$ cat config.mk
export PLATFORM = sky130hd
export DESIGN_NAME = philosopher
export DESIGN_NICKNAME = d
export VERILOG_FILES = /design/src/design/dpp_pkg.sv /design/src/design/philosopher.sv
export VERILOG_INCLUDE_DIRS = /design/src /design/src/design
export SDC_FILE = /design/constraint.sdc
export NUM_CORES = 1
export LEC_CHECK = 0
export ABC_AREA = 0
export ABC_CLOCK_PERIOD_IN_PS = 2900
export BUFFER_PORTS_ARGS = -buffer_cell sky130_fd_sc_hd__buf_4
export CAP_MARGIN = 20
export CORE_ASPECT_RATIO = 0.8
export CORE_UTILIZATION = 46
export CTS_CLUSTER_DIAMETER = 30
export DETAILED_ROUTE_END_ITERATION = 8
export PLACE_DENSITY = 0.66
export SYNTH_ARGS = -nofsm -noshare
export SYNTH_HDL_FRONTEND = slang
export SYNTH_SLANG_ARGS = --single-unit
$ cat constraint.sdc
create_clock -name clock -period 2.9 [get_ports clock]
set_input_delay 0.435 -clock clock [delete_from_list [all_inputs] [get_ports clock]]
set_output_delay 0.435 -clock clock [all_outputs]
set_load 0.005 [all_outputs]
$ cat src/design/dpp_defines.svh
`ifndef DPP_DEFINES_SVH
`define DPP_DEFINES_SVH

// table geometry, one fork between each pair of neighbours
`define DPP_N_PHILO 4 // seats, and forks too

// seat index width, enough to name any seat
`define DPP_SEAT_W 2

// quota, think time, eat time and meal counts
`define DPP_CNT_W 4

// the host payload is one seat config per seat,
// each made of three counter fields
`define DPP_SEAT_CFG_W (3 * `DPP_CNT_W)
`define DPP_DINNER_CFG_W (`DPP_N_PHILO * `DPP_SEAT_CFG_W)

`endif

$ cat src/design/dpp_pkg.sv
`include "dpp_defines.svh"

package dpp_pkg;

  // life cycle of one seat
  typedef enum logic [1:0] {
    thinking = 2'd0,
    hungry   = 2'd1, // fork_req up, waiting for ack
    eating   = 2'd2, // holds both forks
    sated    = 2'd3  // quota reached, or idle between dinners
  } philo_state_e;

  // host handshake FSM in the loader
  typedef enum logic [1:0] {
    idle         = 2'd0,
    ack_high     = 2'd1, // accept cycle, start pulses here
    wait_release = 2'd2  // ack held until the host drops req
  } loader_state_e;

  typedef struct packed {
    logic [`DPP_CNT_W-1:0] quota;      // meals to eat, 0 means none
    logic [`DPP_CNT_W-1:0] think_time; // 0 treated as 1
    logic [`DPP_CNT_W-1:0] eat_time;   // 0 treated as 1
  } seat_cfg_t;

  typedef seat_cfg_t [`DPP_N_PHILO-1:0] dinner_cfg_t; // 48 bit payload

  typedef struct packed {
    logic [`DPP_N_PHILO-1:0]                eating;
    logic [`DPP_N_PHILO-1:0][`DPP_CNT_W-1:0] meals;
    logic                                   done;
  } table_status_t;

endpackage

$ cat src/design/philosopher.sv
`timescale 1ns/1ps
`include "dpp_defines.svh"

module philosopher (
  input  logic                  clock,
  input  logic                  reset,
  input  logic                  start,
  input  dpp_pkg::seat_cfg_t    cfg,
  output logic                  fork_req,
  input  logic                  fork_ack,
  output dpp_pkg::philo_state_e state
);

  localparam int CW = `DPP_CNT_W;

  logic [CW-1:0] timer;      // think timer, then eat timer
  logic [CW-1:0] meals_left;
  logic [CW-1:0] think_load;
  logic [CW-1:0] eat_load;

  // zero times behave as one cycle
  assign think_load = (cfg.think_time == '0) ? CW'(1) : cfg.think_time;
  assign eat_load   = (cfg.eat_time == '0) ? CW'(1) : cfg.eat_time;

  always_ff @(posedge clock) begin
    if (reset) begin
      state      <= dpp_pkg::sated; // parked until the first start
      fork_req   <= 1'b0;
      timer      <= '0;
      meals_left <= '0;
    end else if (start) begin
      meals_left <= cfg.quota;
      timer      <= think_load;
      state      <= (cfg.quota == '0) ? dpp_pkg::sated : dpp_pkg::thinking;
    end else begin
      case (state)
        dpp_pkg::thinking: begin
          if (timer <= CW'(1)) begin
            state    <= dpp_pkg::hungry;
            fork_req <= 1'b1; // ask for both forks
          end else begin
            timer <= timer - 1'b1;
          end
        end
        dpp_pkg::hungry: begin
          if (fork_ack) begin // ack rose last edge, that edge counts as cycle 1
            state      <= dpp_pkg::eating;
            meals_left <= meals_left - 1'b1;
            if (eat_load <= CW'(1)) fork_req <= 1'b0;
            else timer <= eat_load - 1'b1;
          end
        end
        dpp_pkg::eating: begin
          if (fork_req) begin
            if (timer <= CW'(1)) fork_req <= 1'b0; // done chewing, release
            else timer <= timer - 1'b1;
          end else if (!fork_ack) begin // forks back on the table
            if (meals_left == '0) begin
              state <= dpp_pkg::sated;
            end else begin
              state <= dpp_pkg::thinking;
              timer <= think_load;
            end
          end
        end
        default: ; // sated waits for the next start
      endcase
    end
  end

endmodule

# --- Word level (Yosys, flattened, before mapping) ---
# Index checks and enable logic that the tools add are counted.
word_totals:
  reg_bits: 11
  word_cells: 62
op_classes:
  addsub: 3
  magnitude_cmp: 2
  n_eq_ne: 12
  muxes: 27
  n_bitwise: 1
  reduce_logical: 13
ops:
  columns: ["op", "n"]
  rows:
  - ["two-way mux 4 bit", 12]
  - ["zero test 4 bit", 4]
  - ["inequality test 3 bit, second input constant", 5]
  - ["AND reduction 5 bit", 3]
  - ["two-way mux 2 bit", 7]
  - ["case mux 4 bit (3 select lines)", 1]
  - ["subtractor 4 x 1 -> 4 bit, second input constant", 3]
  - ["less-or-equal comparator 4 x 1 -> 1 bit, second input constant", 2]
  - ["inequality test 4 bit, second input constant", 2]
  - ["inequality test 2 bit, second input constant", 3]
  - ["case mux 2 bit (3 select lines)", 1]
  - ["two-way mux 1 bit", 5]
  - ["nonzero test 2 bit", 2]
  - ["nonzero test 4 bit", 1]
  - ["case mux 1 bit (3 select lines)", 1]
  - ["nonzero test 3 bit", 1]
  - ["== test 2 x 1 -> 1 bit, second input constant", 1]
  - ["== test 2 bit, second input constant", 1]
  - ["zero test 2 bit", 1]
  - ["AND reduction 2 bit", 1]
  - ["NOT 1 bit", 1]

# --- Logic depth before layout (Yosys ltp) ---
# Gate-level depths: netlist of the first run.
logic_depth:
  depth_word: 7
  depth_mapped: 9
  depth_no_buf: 9

# --- Worst setup path before layout of the first run ---
# OpenSTA, ideal clock, no wires.
synth_path:
  path_type: "flip-flop to flip-flop"
  from: "register state[0]"
  to: "register timer[3]"
  setup_ns: 0.067
  t_arrival_ns: 1.923
  t_required_ns: 2.833
  slack_ns: 0.910
  path_stages_with_launch: 8
  synth_period_minus_slack_ns: 1.990
  cell_sequence: "dfxtp_1 inv_1 ha_1 a21boi_2 o21bai_4 or4b_1 a21o_1 a21oi_2"
synth_between:
  elab_chain_cells: 3
  word_cells_on_any_way: 11
  cone_classes: "eq/ne (6); mux (2); reduce/logical (3)"
synth_lines:
  columns: ["item", "line_no", "source"]
  rows:
  - ["from (decl)", "philosopher.sv:11", "output dpp_pkg::philo_state_e state"]
  - ["from (signal assigned)", "philosopher.sv:27", "state <= dpp_pkg::sated;"]
  - ["from (signal assigned)", "philosopher.sv:34", "state <= (cfg.quota == '0) ? dpp_pkg::sated : dpp_pkg::thinking;"]
  - ["from (signal assigned)", "philosopher.sv:39", "state <= dpp_pkg::hungry;"]
  - ["== test 2 bit, or another cell as far along", "philosopher.sv:36", "case (state)"]
  - ["inequality test 4 bit (no line), or another cell as far along", null, null]
  - ["AND reduction 5 bit (no line) / two-way mux 4 bit (equally long branches)", null, null]
  - ["to (signal assigned)", "philosopher.sv:33", "timer <= think_load;"]
  - ["to (signal assigned)", "philosopher.sv:42", "timer <= timer - 1'b1;"]
  - ["to (signal assigned)", "philosopher.sv:50", "else timer <= eat_load - 1'b1;"]
  - ["to (decl)", "philosopher.sv:16", "logic [CW-1:0] timer;"]
# Several ways; a longest one is shown, not always the timed one.
# A chain may end at the register's enable or synchronous reset.

# --- Worst setup path after layout of the first run ---
# Ends and elaborated chain as after synthesis.

==> results of run 1 <==
==> layer usage <==
metal / GRT usage / part of all wire / vias up
met5: 0 / 0 / -
met4: 0.0632 / 0.0073 / 0
met3: 0.0824 / 0.094 / 4
met2: 0.348 / 0.41 / 42
met1: 0.369 / 0.49 / 441
li1: - / - / 482
==> layout make-up <==
cell class / count / share of cell area
multi-input cells: 96 / 0.605
repair buffers: 18 / 0.117
well taps: 24 / 0.0261
flip-flops and latches: 11 / 0.191
inverters: 11 / 0.0359
clock inverters: 1 / 0.00435
clock buffers: 3 / 0.0196
==> power by group <==
part / internal, mW / switching (mW)
Sequential: 0.172 / 0.0242
Combinational: 0.137 / 0.152
Clock: 0.0512 / 0.0612
Total: 0.361 / 0.238
==> cell usage after synthesis, drive strengths merged, types with 2 or more instances <==
cell type	instances
a21o	2
a21oi	8
a31oi	4
and3b	2
clkbuf	3
dfxtp	11
ha	10
inv	11
mux2i	2
nand2	6
nand3	4
nor2	8
nor3	6
nor4	2
o2111ai	2
o21ai	8
o22a	2
o311ai	2
or2	4
xnor2	2
xor2	3
==> logic make-up (layout without fill, tap and decap cells) <==
| kind of cell | count (synthesis) | in the layout | synth area share |
|---|---|---|---|
| AO/OA/AOI/OAI | 39 | 39 | 0.297 |
| XOR/XNOR | 5 | 5 | 0.0449 |
| adder cells (fa/ha/maj) | 10 | 10 | 0.128 |
| buffers and inverters | 15 | 33 | 0.0590 |
| flip-flops | 11 | 11 | 0.226 |
| multiplexers | 3 | 3 | 0.0321 |
| AND/OR/NAND/NOR | 39 | 39 | 0.213 |
==> state kept, by name, indices dropped and copies added (netlist names) <==
signal      cells
meals_left      4
timer           4
state           2
fork_req        1
==> path summary, 6_finish.rpt <==
path,endpoint,slack [ns],depth (start not counted)
max,timer[3],0.77,7
max reg2reg,timer[3],0.77,7
min reg2reg,timer[1],0.51,2
min,meals_left[0],0.40,3
==> worst min-delay path, cell delays in order <==
cell and delay [ns]:
sky130_fd_sc_hd__buf_4 0.09, sky130_fd_sc_hd__a21oi_1 0.05, sky130_fd_sc_hd__nor2_1 0.07
==> layout by cell type, fill, tap and decap left out, drive strengths merged, types with 2 or more instances in the layout <==
master	synthesis	layout
inv	11	11
ha	10	10
or2	4	4
o22a	2	2
o2111ai	2	2
xor2	3	3
a21oi	8	8
o311ai	2	2
nand2	6	6
and3b	2	2
mux2i	2	2
nand3	4	4
nor4	2	2
dfxtp	11	11
clkbuf	3	3
o21ai	8	8
nor3	6	6
buf	1	18
a21o	2	2
a31oi	4	4
xnor2	2	2
nor2	8	8
==> through the flow <==
step / utilization / cell area, sq um / hold slack, ns
floorplan: - / 975 / 0.457
global placement: 0.578 / 1120 / 0.485
detailed placement: 0.578 / 1120 / 0.495
CTS: 0.592 / 1150 / 0.391
global route: 0.592 / 1150 / 0.396
finish: 0.592 / 1150 / 0.399
==> out/summary.md, run 1 <==
• **outcome** completed
• **global-route wire length before repair** 4210 um
• **mean instance size in the synthesized netlist** 7.99 sq um
• **setup repair after global routing missed its margin** false
• **Top-Level Pins** 19
• **register area** 220 sq um
• **total area of multi-input combinational cells** 697 sq um
• **hold violation count in the final report** 0
• **Main synth FF type** sky130_fd_sc_hd__dfxtp_1
• **vias in the first global route** 934
• **cell type of the slowest stage on the worst timing path** sky130_fd_sc_hd__or4b_1
• **number of buffers created by CTS** 3
• **Routability Congestion** 0.992
• **total power after layout** 0.598 mW
• **drt first-iter violations** 43
• **pin count of the biggest net entering global routing** 22
• **count of warnings emitted by yosys** 0
• **period utilisation layout** 0.734
• **residual DRC count** 0
• **area of the mapped netlist** 975 sq um
• **count of input and output buffers** 18
• **unique cell type count in the Yosys netlist** 45
• **synthesized instance count** 122
• **post-synth net total** 148
• **drt via density** 5.91
• **Num Clock Sinks** 11
• **beginning of the worst register-to-register path** state[0]
• **normalized max-slew margin** 0.751
• **Hold WC Path Type** in -> reg
• **placed cell count** 160
• **Total Negative Setup Slacks** 0 ns
• **number of buffers and inverters on the critical path** 1
• **leading post-synthesis cells by cell area** sky130_fd_sc_hd__dfxtp_1 (23%), sky130_fd_sc_hd__ha_1 (13%), sky130_fd_sc_hd__inv_1 (4.2%)
• **number of inserted filler cells in the final layout** 184
• **worst-skew pair later-pin latency** 0.28 ns
• **routed wire length per instance** 15.0 um
• **EDFF count, synth** 0
• **sequential share of the synthesized area** 0.226
• **overall die height** 43.2 um
• **Setup CP Type** reg -> reg
• **CP cell instances** inv_1, ha_1, a21boi_2, o21bai_4, or4b_1, a21o_1, a21oi_2
• **total setup violations reported at the end of the flow** 0
• **filler-free cell count of the finished design** 164
• **transition at the pin with the smallest max-transition slack** 0.369 ns
• **startpoint types** flip-flop
• **initial core utilization** 0.501
• **Post-CTS Repair Setup Buffers** 0
• **portion of synthesized cell area occupied by the leading cell type** 0.226
• **site row count** 14
• **Max H-tree Level** 1
• **clock transition at the registers of the reported paths** 0.08 ns
• **floorplan die area** 0.00231 sq mm
• **Antenna Violating Nets Remaining** 0
• **number of vias after detailed routing** 969
• **highest ir drop seen on vdd** 0.304 mV
• **maximum achievable frequency** 470 MHz
• **number of synthesized register bits** 11
• **Overflow after GRT** 0
• **Detailed Routing Iterations Pass 1** 4
• **maximum buffer depth of the clock tree** 2
• **time the final worst path needs with I/O delays and setup** 2.13 ns
• **startpoint of the most critical setup path** state[0]
• **Detailed Route WL** 2460 um
• **synth-to-layout area growth** 18.1%
• **Root Buffer Master** sky130_fd_sc_hd__clkbuf_4
• **clock tree from TritonCTS** built
• **max-slew violation total from the final report** 0
• **fraction of synthesis flops using an asynchronous set or reset pin** 0
• **worst-case clock skew** 0.00125 ns
• **Post-layout nets** 167
• **number of maximum-capacitance violations** 0
• **start point of the worst min-delay path** cfg[8]
• **cell area power density** 520 mW/mm^2
• **area of the core** 0.00194 sq mm
• **endpoint type of the worst setup path** flip-flop
• **WP data arrival** 2.35 ns
• **layout cell share with drive strength beyond 1** 0.221
• **cells resized by post-CTS repair** 0
• **CTS Hold Bufs** 0
• **critical path required time** 3.12 ns
• **CP top delay family** compound AO/OA/AOI/OAI gates
• **area leader, netlist** sky130_fd_sc_hd__dfxtp_1
• **DP Wirelength** 1880 um
• **smallest setup slack after layout** 0.770 ns
• **pre-CTS setup slack** 0.743 ns
• **GRT Total Usage** 0.252
• **maximum fanout along the worst path** 7
• **number of antenna repair diodes** 0
• **Worst path max stage delay** 0.50 ns
• **static leakage power** 0.496 nW
• **Die X** 53.5 um
• **antenna violations before repair** 0
Note: power is estimated with default switching activity, not from simulation.
==> inputs of run 2 (changes only) <==
--- a/config.mk
+++ b/config.mk
@@ -6,15 +6,15 @@
 export SDC_FILE = /design/constraint.sdc
 export NUM_CORES = 1
 export LEC_CHECK = 0
-export ABC_AREA = 0
-export ABC_CLOCK_PERIOD_IN_PS = 2900
+export ABC_AREA = 1
+export ABC_CLOCK_PERIOD_IN_PS = 2000
 export BUFFER_PORTS_ARGS = -buffer_cell sky130_fd_sc_hd__buf_4
 export CAP_MARGIN = 20
 export CORE_ASPECT_RATIO = 0.8
 export CORE_UTILIZATION = 46
 export CTS_CLUSTER_DIAMETER = 30
 export DETAILED_ROUTE_END_ITERATION = 8
-export PLACE_DENSITY = 0.66
+export PLACE_DENSITY = 0.65
 export SYNTH_ARGS = -nofsm -noshare
 export SYNTH_HDL_FRONTEND = slang
 export SYNTH_SLANG_ARGS = --single-unit
==> constraint.sdc (replaced) <==
create_clock -name clock -period 2 [get_ports clock]
set_input_delay 0.3 -clock clock [delete_from_list [all_inputs] [get_ports clock]]
set_output_delay 0.3 -clock clock [all_outputs]
set_load 0.005 [all_outputs]
==> run 2 against run 1 <==
  * The run now ends with design-rule violations left
  * Register-to-register slack worse by 0.47 ns
  * Combinational power grew 94%
  * Hold slack got worse by 0.18 ns
  * Global-route usage decreased by 4.3 points
  * Clock power grew 37%
  * Flip-flop and latch count stayed put
  * Utilization is 1.5 points lower
  * Critical path type unchanged
==> out/summary.md, run 2 <==
• **critical path required time** 2.21 ns, was 3.12 ns
• **Setup CP Type** reg -> reg, unchanged
• **endpoint type of the worst setup path** flip-flop, unchanged
• **hold violation count in the final report** 0, unchanged
• **Main synth FF type** sky130_fd_sc_hd__dfxtp_1, unchanged
• **portion of synthesized cell area occupied by the leading cell type** 0.198, was 0.226
• **utilization after layout** 0.577, was 0.592
• **sequential share of the synthesized area** 0.198, was 0.226
• **Routability Congestion** 0.819, was 0.992
• **commonest cells in the netlist** sky130_fd_sc_hd__nand2_1 (37), sky130_fd_sc_hd__inv_1 (20), sky130_fd_sc_hd__nand3_1 (17), sky130_fd_sc_hd__nor2_1 (17), sky130_fd_sc_hd__dfxtp_1 (11), was sky130_fd_sc_hd__dfxtp_1 (11), sky130_fd_sc_hd__inv_1 (11), sky130_fd_sc_hd__ha_1 (10), sky130_fd_sc_hd__nor2_1 (8)
• **drt via density** 5.32, was 5.91
• **site row count** 15, was 14
• **Top-Level Pins** 19, unchanged
• **pin count of the biggest net entering global routing** 16, was 22
• **number of maximum-capacitance violations** 0, unchanged
• **leading post-synthesis cells by cell area** sky130_fd_sc_hd__dfxtp_1 (20%), sky130_fd_sc_hd__nand2_1 (12%), sky130_fd_sc_hd__ha_1 (11%), was sky130_fd_sc_hd__dfxtp_1 (23%), sky130_fd_sc_hd__ha_1 (13%), sky130_fd_sc_hd__inv_1 (4.2%)
• **number of inserted filler cells in the final layout** 220, was 184
• **worst-case clock skew** 0.00733 ns, was 0.00125 ns
• **synth-to-layout area growth** 14.6%, was 18.1%
• **worst-skew pair later-pin latency** 0.27 ns, was 0.28 ns
• **antenna violations before repair** 0, unchanged
• **layout cell share with drive strength beyond 1** 0.233, was 0.221
• **normalized max-slew margin** 0.684, was 0.751
• **vias in the first global route** 1018, was 934
• **CTS Hold Bufs** 0, unchanged
• **highest ir drop seen on vdd** 0.409 mV, was 0.304 mV
• **WP data arrival** 1.90 ns, was 2.35 ns
• **post-synth net total** 196, was 148
• **outcome** complete, but fails checks, was completed
• **mean instance size in the synthesized netlist** 6.56 sq um, was 7.99 sq um
• **registers with the most flip-flops** meals_left x4, timer x4, state x2, unchanged
• **clock tree from TritonCTS** built, unchanged
• **cells resized by post-CTS repair** 0, unchanged
• **residual DRC count** 2, was 0
• **synthesized instance count** 170, was 122
• **time the final worst path needs with I/O delays and setup** 1.70 ns, was 2.13 ns
• **overall die height** 46.0 um, was 43.2 um
• **floorplan die area** 0.00263 sq mm, was 0.00231 sq mm
• **number of vias after detailed routing** 1139, was 969
• **Antenna Violating Nets Remaining** 0, unchanged
• **Detailed Route WL** 2540 um, was 2460 um
• **most frequent cells in the layout** sky130_fd_sc_hd__nand2_1 (37), sky130_fd_sc_hd__inv_1 (20), sky130_fd_sc_hd__buf_4 (18), was sky130_fd_sc_hd__buf_4 (18), sky130_fd_sc_hd__inv_1 (11), sky130_fd_sc_hd__dfxtp_1 (11)
• **area of the mapped netlist** 0.00111 sq mm, was 975 sq um
• **Post-CTS Repair Setup Buffers** 0, unchanged
• **Root Buffer Master** sky130_fd_sc_hd__clkbuf_4, unchanged
• **setup repair after global routing missed its margin** false, unchanged
• **violations in the final reports** design-rule violations
• **Max H-tree Level** 1, unchanged
• **maximum achievable frequency** 589 MHz, was 470 MHz
• **Detailed Routing Iterations Pass 1** 6, was 4
• **global-route wire length before repair** 4260 um, was 4210 um
• **clock transition at the registers of the reported paths** 0.08 ns, about the same
• **DP Wirelength** 2060 um, was 1880 um
• **maximum buffer depth of the clock tree** 2, unchanged
• **initial core utilization** 0.503, was 0.501
• **area of the core** 0.00221 sq mm, was 0.00194 sq mm
• **Num Clock Sinks** 11, unchanged
• **count leader, synth** sky130_fd_sc_hd__nand2_1
• **area leader, netlist** sky130_fd_sc_hd__dfxtp_1, unchanged
• **cell area power density** 796 mW/mm^2, was 520 mW/mm^2
• **number of buffers created by CTS** 3, unchanged
• **count of input and output buffers** 18, unchanged
• **fraction of synthesis flops using an asynchronous set or reset pin** 0, unchanged
• **startpoint types** flip-flop, unchanged
• **number of synthesized register bits** 11, unchanged
• **commonest non-fill, non-tap cell in the layout** sky130_fd_sc_hd__nand2_1, was sky130_fd_sc_hd__buf_4
• **period utilisation layout** 0.849, was 0.734
• **total setup violations reported at the end of the flow** 0, unchanged
• **Total Negative Setup Slacks** 0 ns, unchanged
• **unique cell type count in the Yosys netlist** 34, was 45
• **Post-layout nets** 216, was 167
• **EDFF count, synth** 0, unchanged
• **transition at the pin with the smallest max-transition slack** 0.475 ns, was 0.369 ns
• **maximum fanout along the worst path** 5, was 7
• **Overflow after GRT** 0, unchanged
• **GRT Total Usage** 0.209, was 0.252
• **max-slew violation total from the final report** 0, unchanged
• **drt first-iter violations** 64, was 43
• **Hold WC Path Type** in -> reg, unchanged
• **count of warnings emitted by yosys** 0, unchanged
• **routed wire length per instance** 11.9 um, was 15.0 um
• **number of antenna repair diodes** 0, unchanged
• **static leakage power** 0.641 nW, was 0.496 nW
• **Die X** 57.0 um, was 53.5 um
==> run 2: power breakdown <==
group          switching (mW)  total (mW)  internal, mW  leakage [nW]
combinational           0.343       0.564         0.221         0.534
sequential             0.0427       0.301         0.258        0.0914
clock                  0.0757       0.153        0.0771        0.0150
==> run 2: logic make-up after synthesis <==
kind of cell,count (synthesis),share of synthesized area
buf+inv,30,0.118
xor+xnor,2,0.0157
flops,11,0.198
compound gates,25,0.146
fa+ha+maj,10,0.112
simple gates,92,0.411
==> run 2: worst max-delay path, stage by stage (launching register included) <==
cell	delay [ns]
sky130_fd_sc_hd__dfxtp_1	0.41
sky130_fd_sc_hd__inv_1	0.09
sky130_fd_sc_hd__ha_1	0.41
sky130_fd_sc_hd__inv_1	0.09
sky130_fd_sc_hd__nor2_2	0.18
sky130_fd_sc_hd__nand3_1	0.10
sky130_fd_sc_hd__a21boi_1	0.14
sky130_fd_sc_hd__o21ai_1	0.09
sky130_fd_sc_hd__nor2_1	0.06
sky130_fd_sc_hd__nor2_1	0.07
==> run 2: metal layers <==
metal / global-route usage / part of all wire / wire length, um / vias to the layer above
met5: 0 / 0 / 0 / -
met4: 0.0585 / 0.0051 / 13 / 0
met3: 0.0170 / 0.037 / 95 / 2
met2: 0.362 / 0.45 / 1130 / 26
met1: 0.284 / 0.51 / 1300 / 521
li1: - / - / - / 590
==> run 2: area by class of cell <==
cell class	count	area, sq um	area share
Tap cell	25	31.3	0.0245
Multi-Input combinational cell	129	763	0.597
Inverter	27	101	0.0793
Sequential cell	11	220	0.172
Clock buffer	4	26.3	0.0206
Timing Repair Buffer	18	135	0.106
==> run 2: final timing paths <==
kind	to	cells after the start	slack, ns	startpoint
setup / recovery	timer[1]	9	0.30	state[0]
hold / removal	timer[3]	2	0.22	reset
setup reg to reg	timer[1]	9	0.30	state[0]
hold reg to reg	meals_left[3]	2	0.54	meals_left[3]
==> run 2: through the flow <==
stage	setup slack, ns	cell area [sq um]	hold WS [ns]	cells	power, mW
floorplan	0.546	1110	0.362	170	0.738
global placement	0.340	1250	0.495	210	0.859
detailed placement	0.212	1250	0.503	210	0.869
CTS	0.298	1280	0.214	214	1.03
global route	0.0901	1280	0.211	214	1.12
finish	0.301	1280	0.217	214	1.02
==> inputs of run 3 (changes only) <==
--- a/config.mk
+++ b/config.mk
@@ -7,14 +7,14 @@
 export NUM_CORES = 1
 export LEC_CHECK = 0
 export ABC_AREA = 1
-export ABC_CLOCK_PERIOD_IN_PS = 2000
+export ABC_CLOCK_PERIOD_IN_PS = 1400
 export BUFFER_PORTS_ARGS = -buffer_cell sky130_fd_sc_hd__buf_4
 export CAP_MARGIN = 20
 export CORE_ASPECT_RATIO = 0.8
 export CORE_UTILIZATION = 46
 export CTS_CLUSTER_DIAMETER = 30
 export DETAILED_ROUTE_END_ITERATION = 8
-export PLACE_DENSITY = 0.65
+export PLACE_DENSITY = 0.68
 export SYNTH_ARGS = -nofsm -noshare
 export SYNTH_HDL_FRONTEND = slang
 export SYNTH_SLANG_ARGS = --single-unit
==> constraint.sdc (replaced) <==
create_clock -name clock -period 1.4 [get_ports clock]
set_input_delay 0.21 -clock clock [delete_from_list [all_inputs] [get_ports clock]]
set_output_delay 0.21 -clock clock [all_outputs]
set_load 0.005 [all_outputs]
==> run 3 against run 2 <==
  * The run ends with design-rule violations, negative setup slack left
  * Register-to-register slack lost 0.40 ns
  * Die area unchanged
  * Clock skew is essentially flat
  * Fmax rose by 13%
  * Combinational power grew 140%
  * Via count grew 11%
  * Clock power rose by 44%
  * Critical path type unchanged
  * Largest power group unchanged
==> out/summary.md, run 3 (synthesis gave the netlist of run 2 again) <==
• **global-route wire length before repair** 4900 um, was 4260 um
• **Overflow after GRT** 0, unchanged
• **Root Buffer Master** sky130_fd_sc_hd__clkbuf_4, unchanged
• **max-slew violation total from the final report** 0, unchanged
• **beginning of the worst register-to-register path** state[1], was state[0]
• **routed wire length per instance** 13.1 um, was 11.9 um
• **Total Negative Setup Slacks** -0.406 ns, was 0 ns
• **P_sw** 0.860 mW, was 0.461 mW
• **most frequent cells in the layout** sky130_fd_sc_hd__buf_4 (40), sky130_fd_sc_hd__nand2_1 (31), sky130_fd_sc_hd__nor2_1 (15), sky130_fd_sc_hd__inv_1 (15), was sky130_fd_sc_hd__nand2_1 (37), sky130_fd_sc_hd__inv_1 (20), sky130_fd_sc_hd__buf_4 (18)
• **WP data arrival** 1.70 ns, was 1.90 ns
• **DP Wirelength** 2240 um, was 2060 um
• **highest ir drop seen on vdd** 0.707 mV, was 0.409 mV
• **commonest non-fill, non-tap cell in the layout** sky130_fd_sc_hd__buf_4, was sky130_fd_sc_hd__nand2_1
• **worst hold endpoint** timer[3], unchanged
• **Detailed Routing Iterations Pass 1** 6, unchanged
• **vias in the first global route** 1180, was 1018
• **utilization after layout** 0.747, was 0.577
• **CTS Hold Bufs** 0, unchanged
• **placed cell areas** 0.00143 sq mm, was 0.00125 sq mm
• **pre-CTS setup slack** -0.192 ns, was 0.212 ns
• **synth-to-layout area growth** 48.4%, was 14.6%
• **Die X** 57.0 um, unchanged
• **maximum achievable frequency** 668 MHz, was 589 MHz
• **transition at the pin with the smallest max-transition slack** 0.317 ns, was 0.475 ns
• **registers with the most flip-flops** meals_left x4, timer x4, state x2, unchanged
• **portion of total power attributed to the clock network** 0.111, was 0.150
• **startpoint types** flip-flop, unchanged
• **period utilisation layout** 1.07, was 0.849
• **count of input and output buffers** 18, unchanged
• **maximum fanout along the worst path** 3, was 5
• **Num Clock Sinks** 11, unchanged
• **proportion of power drawn by flip-flops and latches** 0.219, was 0.296
• **critical path required time** 1.61 ns, was 2.21 ns
• **initial core utilization** 0.503, unchanged
• **floorplan die area** 0.00263 sq mm, unchanged
• **antenna violations before repair** 0, unchanged
• **Top-Level Pins** 19, unchanged
• **Antenna Violating Nets Remaining** 0, unchanged
• **smallest setup slack after layout** -0.0972 ns, was 0.301 ns
• **Detailed Route WL** 3140 um, was 2540 um
• **total setup violations reported at the end of the flow** 6, was 0
• **clock transition at the registers of the reported paths** 0.08 ns, about the same
• **Max H-tree Level** 1, unchanged
• **normalized max-slew margin** 0.786, was 0.684
• **drt via density** 5.28, was 5.32
• **Cells on Worst Hold Path** 2, unchanged
• **number of vias after detailed routing** 1268, was 1139
• **residual DRC count** 2, unchanged
• **GRT Total Usage** 0.244, was 0.209
• **R2R Setup Slk** -0.1 ns, was 0.30 ns
• **Hold WC Path Type** in -> reg, unchanged
• **outcome** complete, but fails checks, unchanged
• **pin count of the biggest net entering global routing** 16, unchanged
• **hold violation count in the final report** 0, unchanged
• **Routability Congestion** 0.892, was 0.819
• **clock tree from TritonCTS** built, unchanged
• **Post-layout nets** 242, was 216
• **violations in the final reports** design-rule violations, negative setup slack, was design-rule violations
• **switching share of power** 0.434, was 0.453
• **start point of the worst min-delay path** reset, unchanged
• **number of antenna repair diodes** 0, unchanged
• **Finished Cell Area** 0.00165 sq mm, was 0.00128 sq mm
• **endpoint type of the worst setup path** flip-flop, unchanged
• **cell internal pwr** 1.12 mW, was 0.556 mW
• **worst-skew pair later-pin latency** 0.27 ns, about the same
• **number of maximum-capacitance violations** 0, unchanged
• **maximum buffer depth of the clock tree** 2, unchanged
• **overall die height** 46.0 um, unchanged
• **part of the power in combinational logic** 0.670, was 0.554
• **Setup CP Type** reg -> reg, unchanged
• **reg2reg path depth** 10, was 9
• **number of buffers created by CTS** 3, unchanged
• **time the final worst path needs with I/O delays and setup** 1.50 ns, was 1.70 ns
• **static leakage power** 0.796 nW, was 0.641 nW
• **layout cell share with drive strength beyond 1** 0.465, was 0.233
• **drt first-iter violations** 79, was 64
• **cell area power density** 1200 mW/mm^2, was 796 mW/mm^2
• **site row count** 15, unchanged
• **area of the core** 0.00221 sq mm, unchanged
• **worst-case clock skew** 0.00744 ns, was 0.00733 ns
• **setup repair after global routing missed its margin** true, was false
• **end of the worst register-to-register path** timer[1], unchanged
-- run 3: stage by stage --
step,power (mW),instances,hold WS [ns]
after global routing,2.13,240,0.107
after CTS,1.78,236,0.109
after floorplan,1.08,170,0.272
after global placement,1.43,231,0.400
final,1.98,240,0.115
after detailed placement,1.45,231,0.400
-- run 3: critical path: stages, from the launching register on --
cell and delay (ns):
sky130_fd_sc_hd__dfxtp_2 0.34, sky130_fd_sc_hd__inv_2 0.05, sky130_fd_sc_hd__buf_6 0.11, sky130_fd_sc_hd__ha_4 0.30
sky130_fd_sc_hd__inv_4 0.04, sky130_fd_sc_hd__nor2_4 0.12, sky130_fd_sc_hd__nand3_2 0.08, sky130_fd_sc_hd__a21boi_2 0.16
sky130_fd_sc_hd__o21ai_1 0.09, sky130_fd_sc_hd__nor2_1 0.06, sky130_fd_sc_hd__nor2_1 0.08
-- run 3: power groups by stage --
stage / clock network (mW) / registers, mW / logic, mW
floorplan: 0 / 0.426 / 0.652
global placement: 0 / 0.425 / 1.01
detailed placement: 0 / 0.427 / 1.03
CTS: 0.226 / 0.423 / 1.13
global route: 0.243 / 0.441 / 1.44
finish: 0.221 / 0.434 / 1.33
-- run 3: routing by layer --
metal	global-route usage	vias up	wire length [um]
met4	0.0683	0	54
li1	-	643	-
met5	0	-	0
met1	0.311	578	1320
met2	0.442	38	1600
met3	0.0284	9	168
-- run 3: worst max-delay path by stage --
stage	start	end	cells after the start
after CTS	state[1]	timer[1]	10
after global routing	state[1]	timer[1]	10
after floorplan	state[0]	timer[1]	8
final	state[1]	timer[1]	10
after detailed placement	cfg[1]	timer[0]	13
after global placement	state[1]	timer[0]	9
-- run 3: area by class of cell --
| class | instances | area, sq um |
|---|---|---|
| Fill cell | 172 | 561 |
| Clock buffer | 4 | 26.3 |
| Inverter | 27 | 104 |
| Multi-Input combinational cell | 129 | 921 |
| Tap cell | 25 | 31.3 |
| Sequential cell | 11 | 226 |
| Timing Repair Buffer | 44 | 345 |
-- run 3: repair_timing --
item	in CTS	in global routing
gates resized for setup	19	26
pin swaps	13	24
setup buffers	1	4
endpoints found under the setup margin	9	7
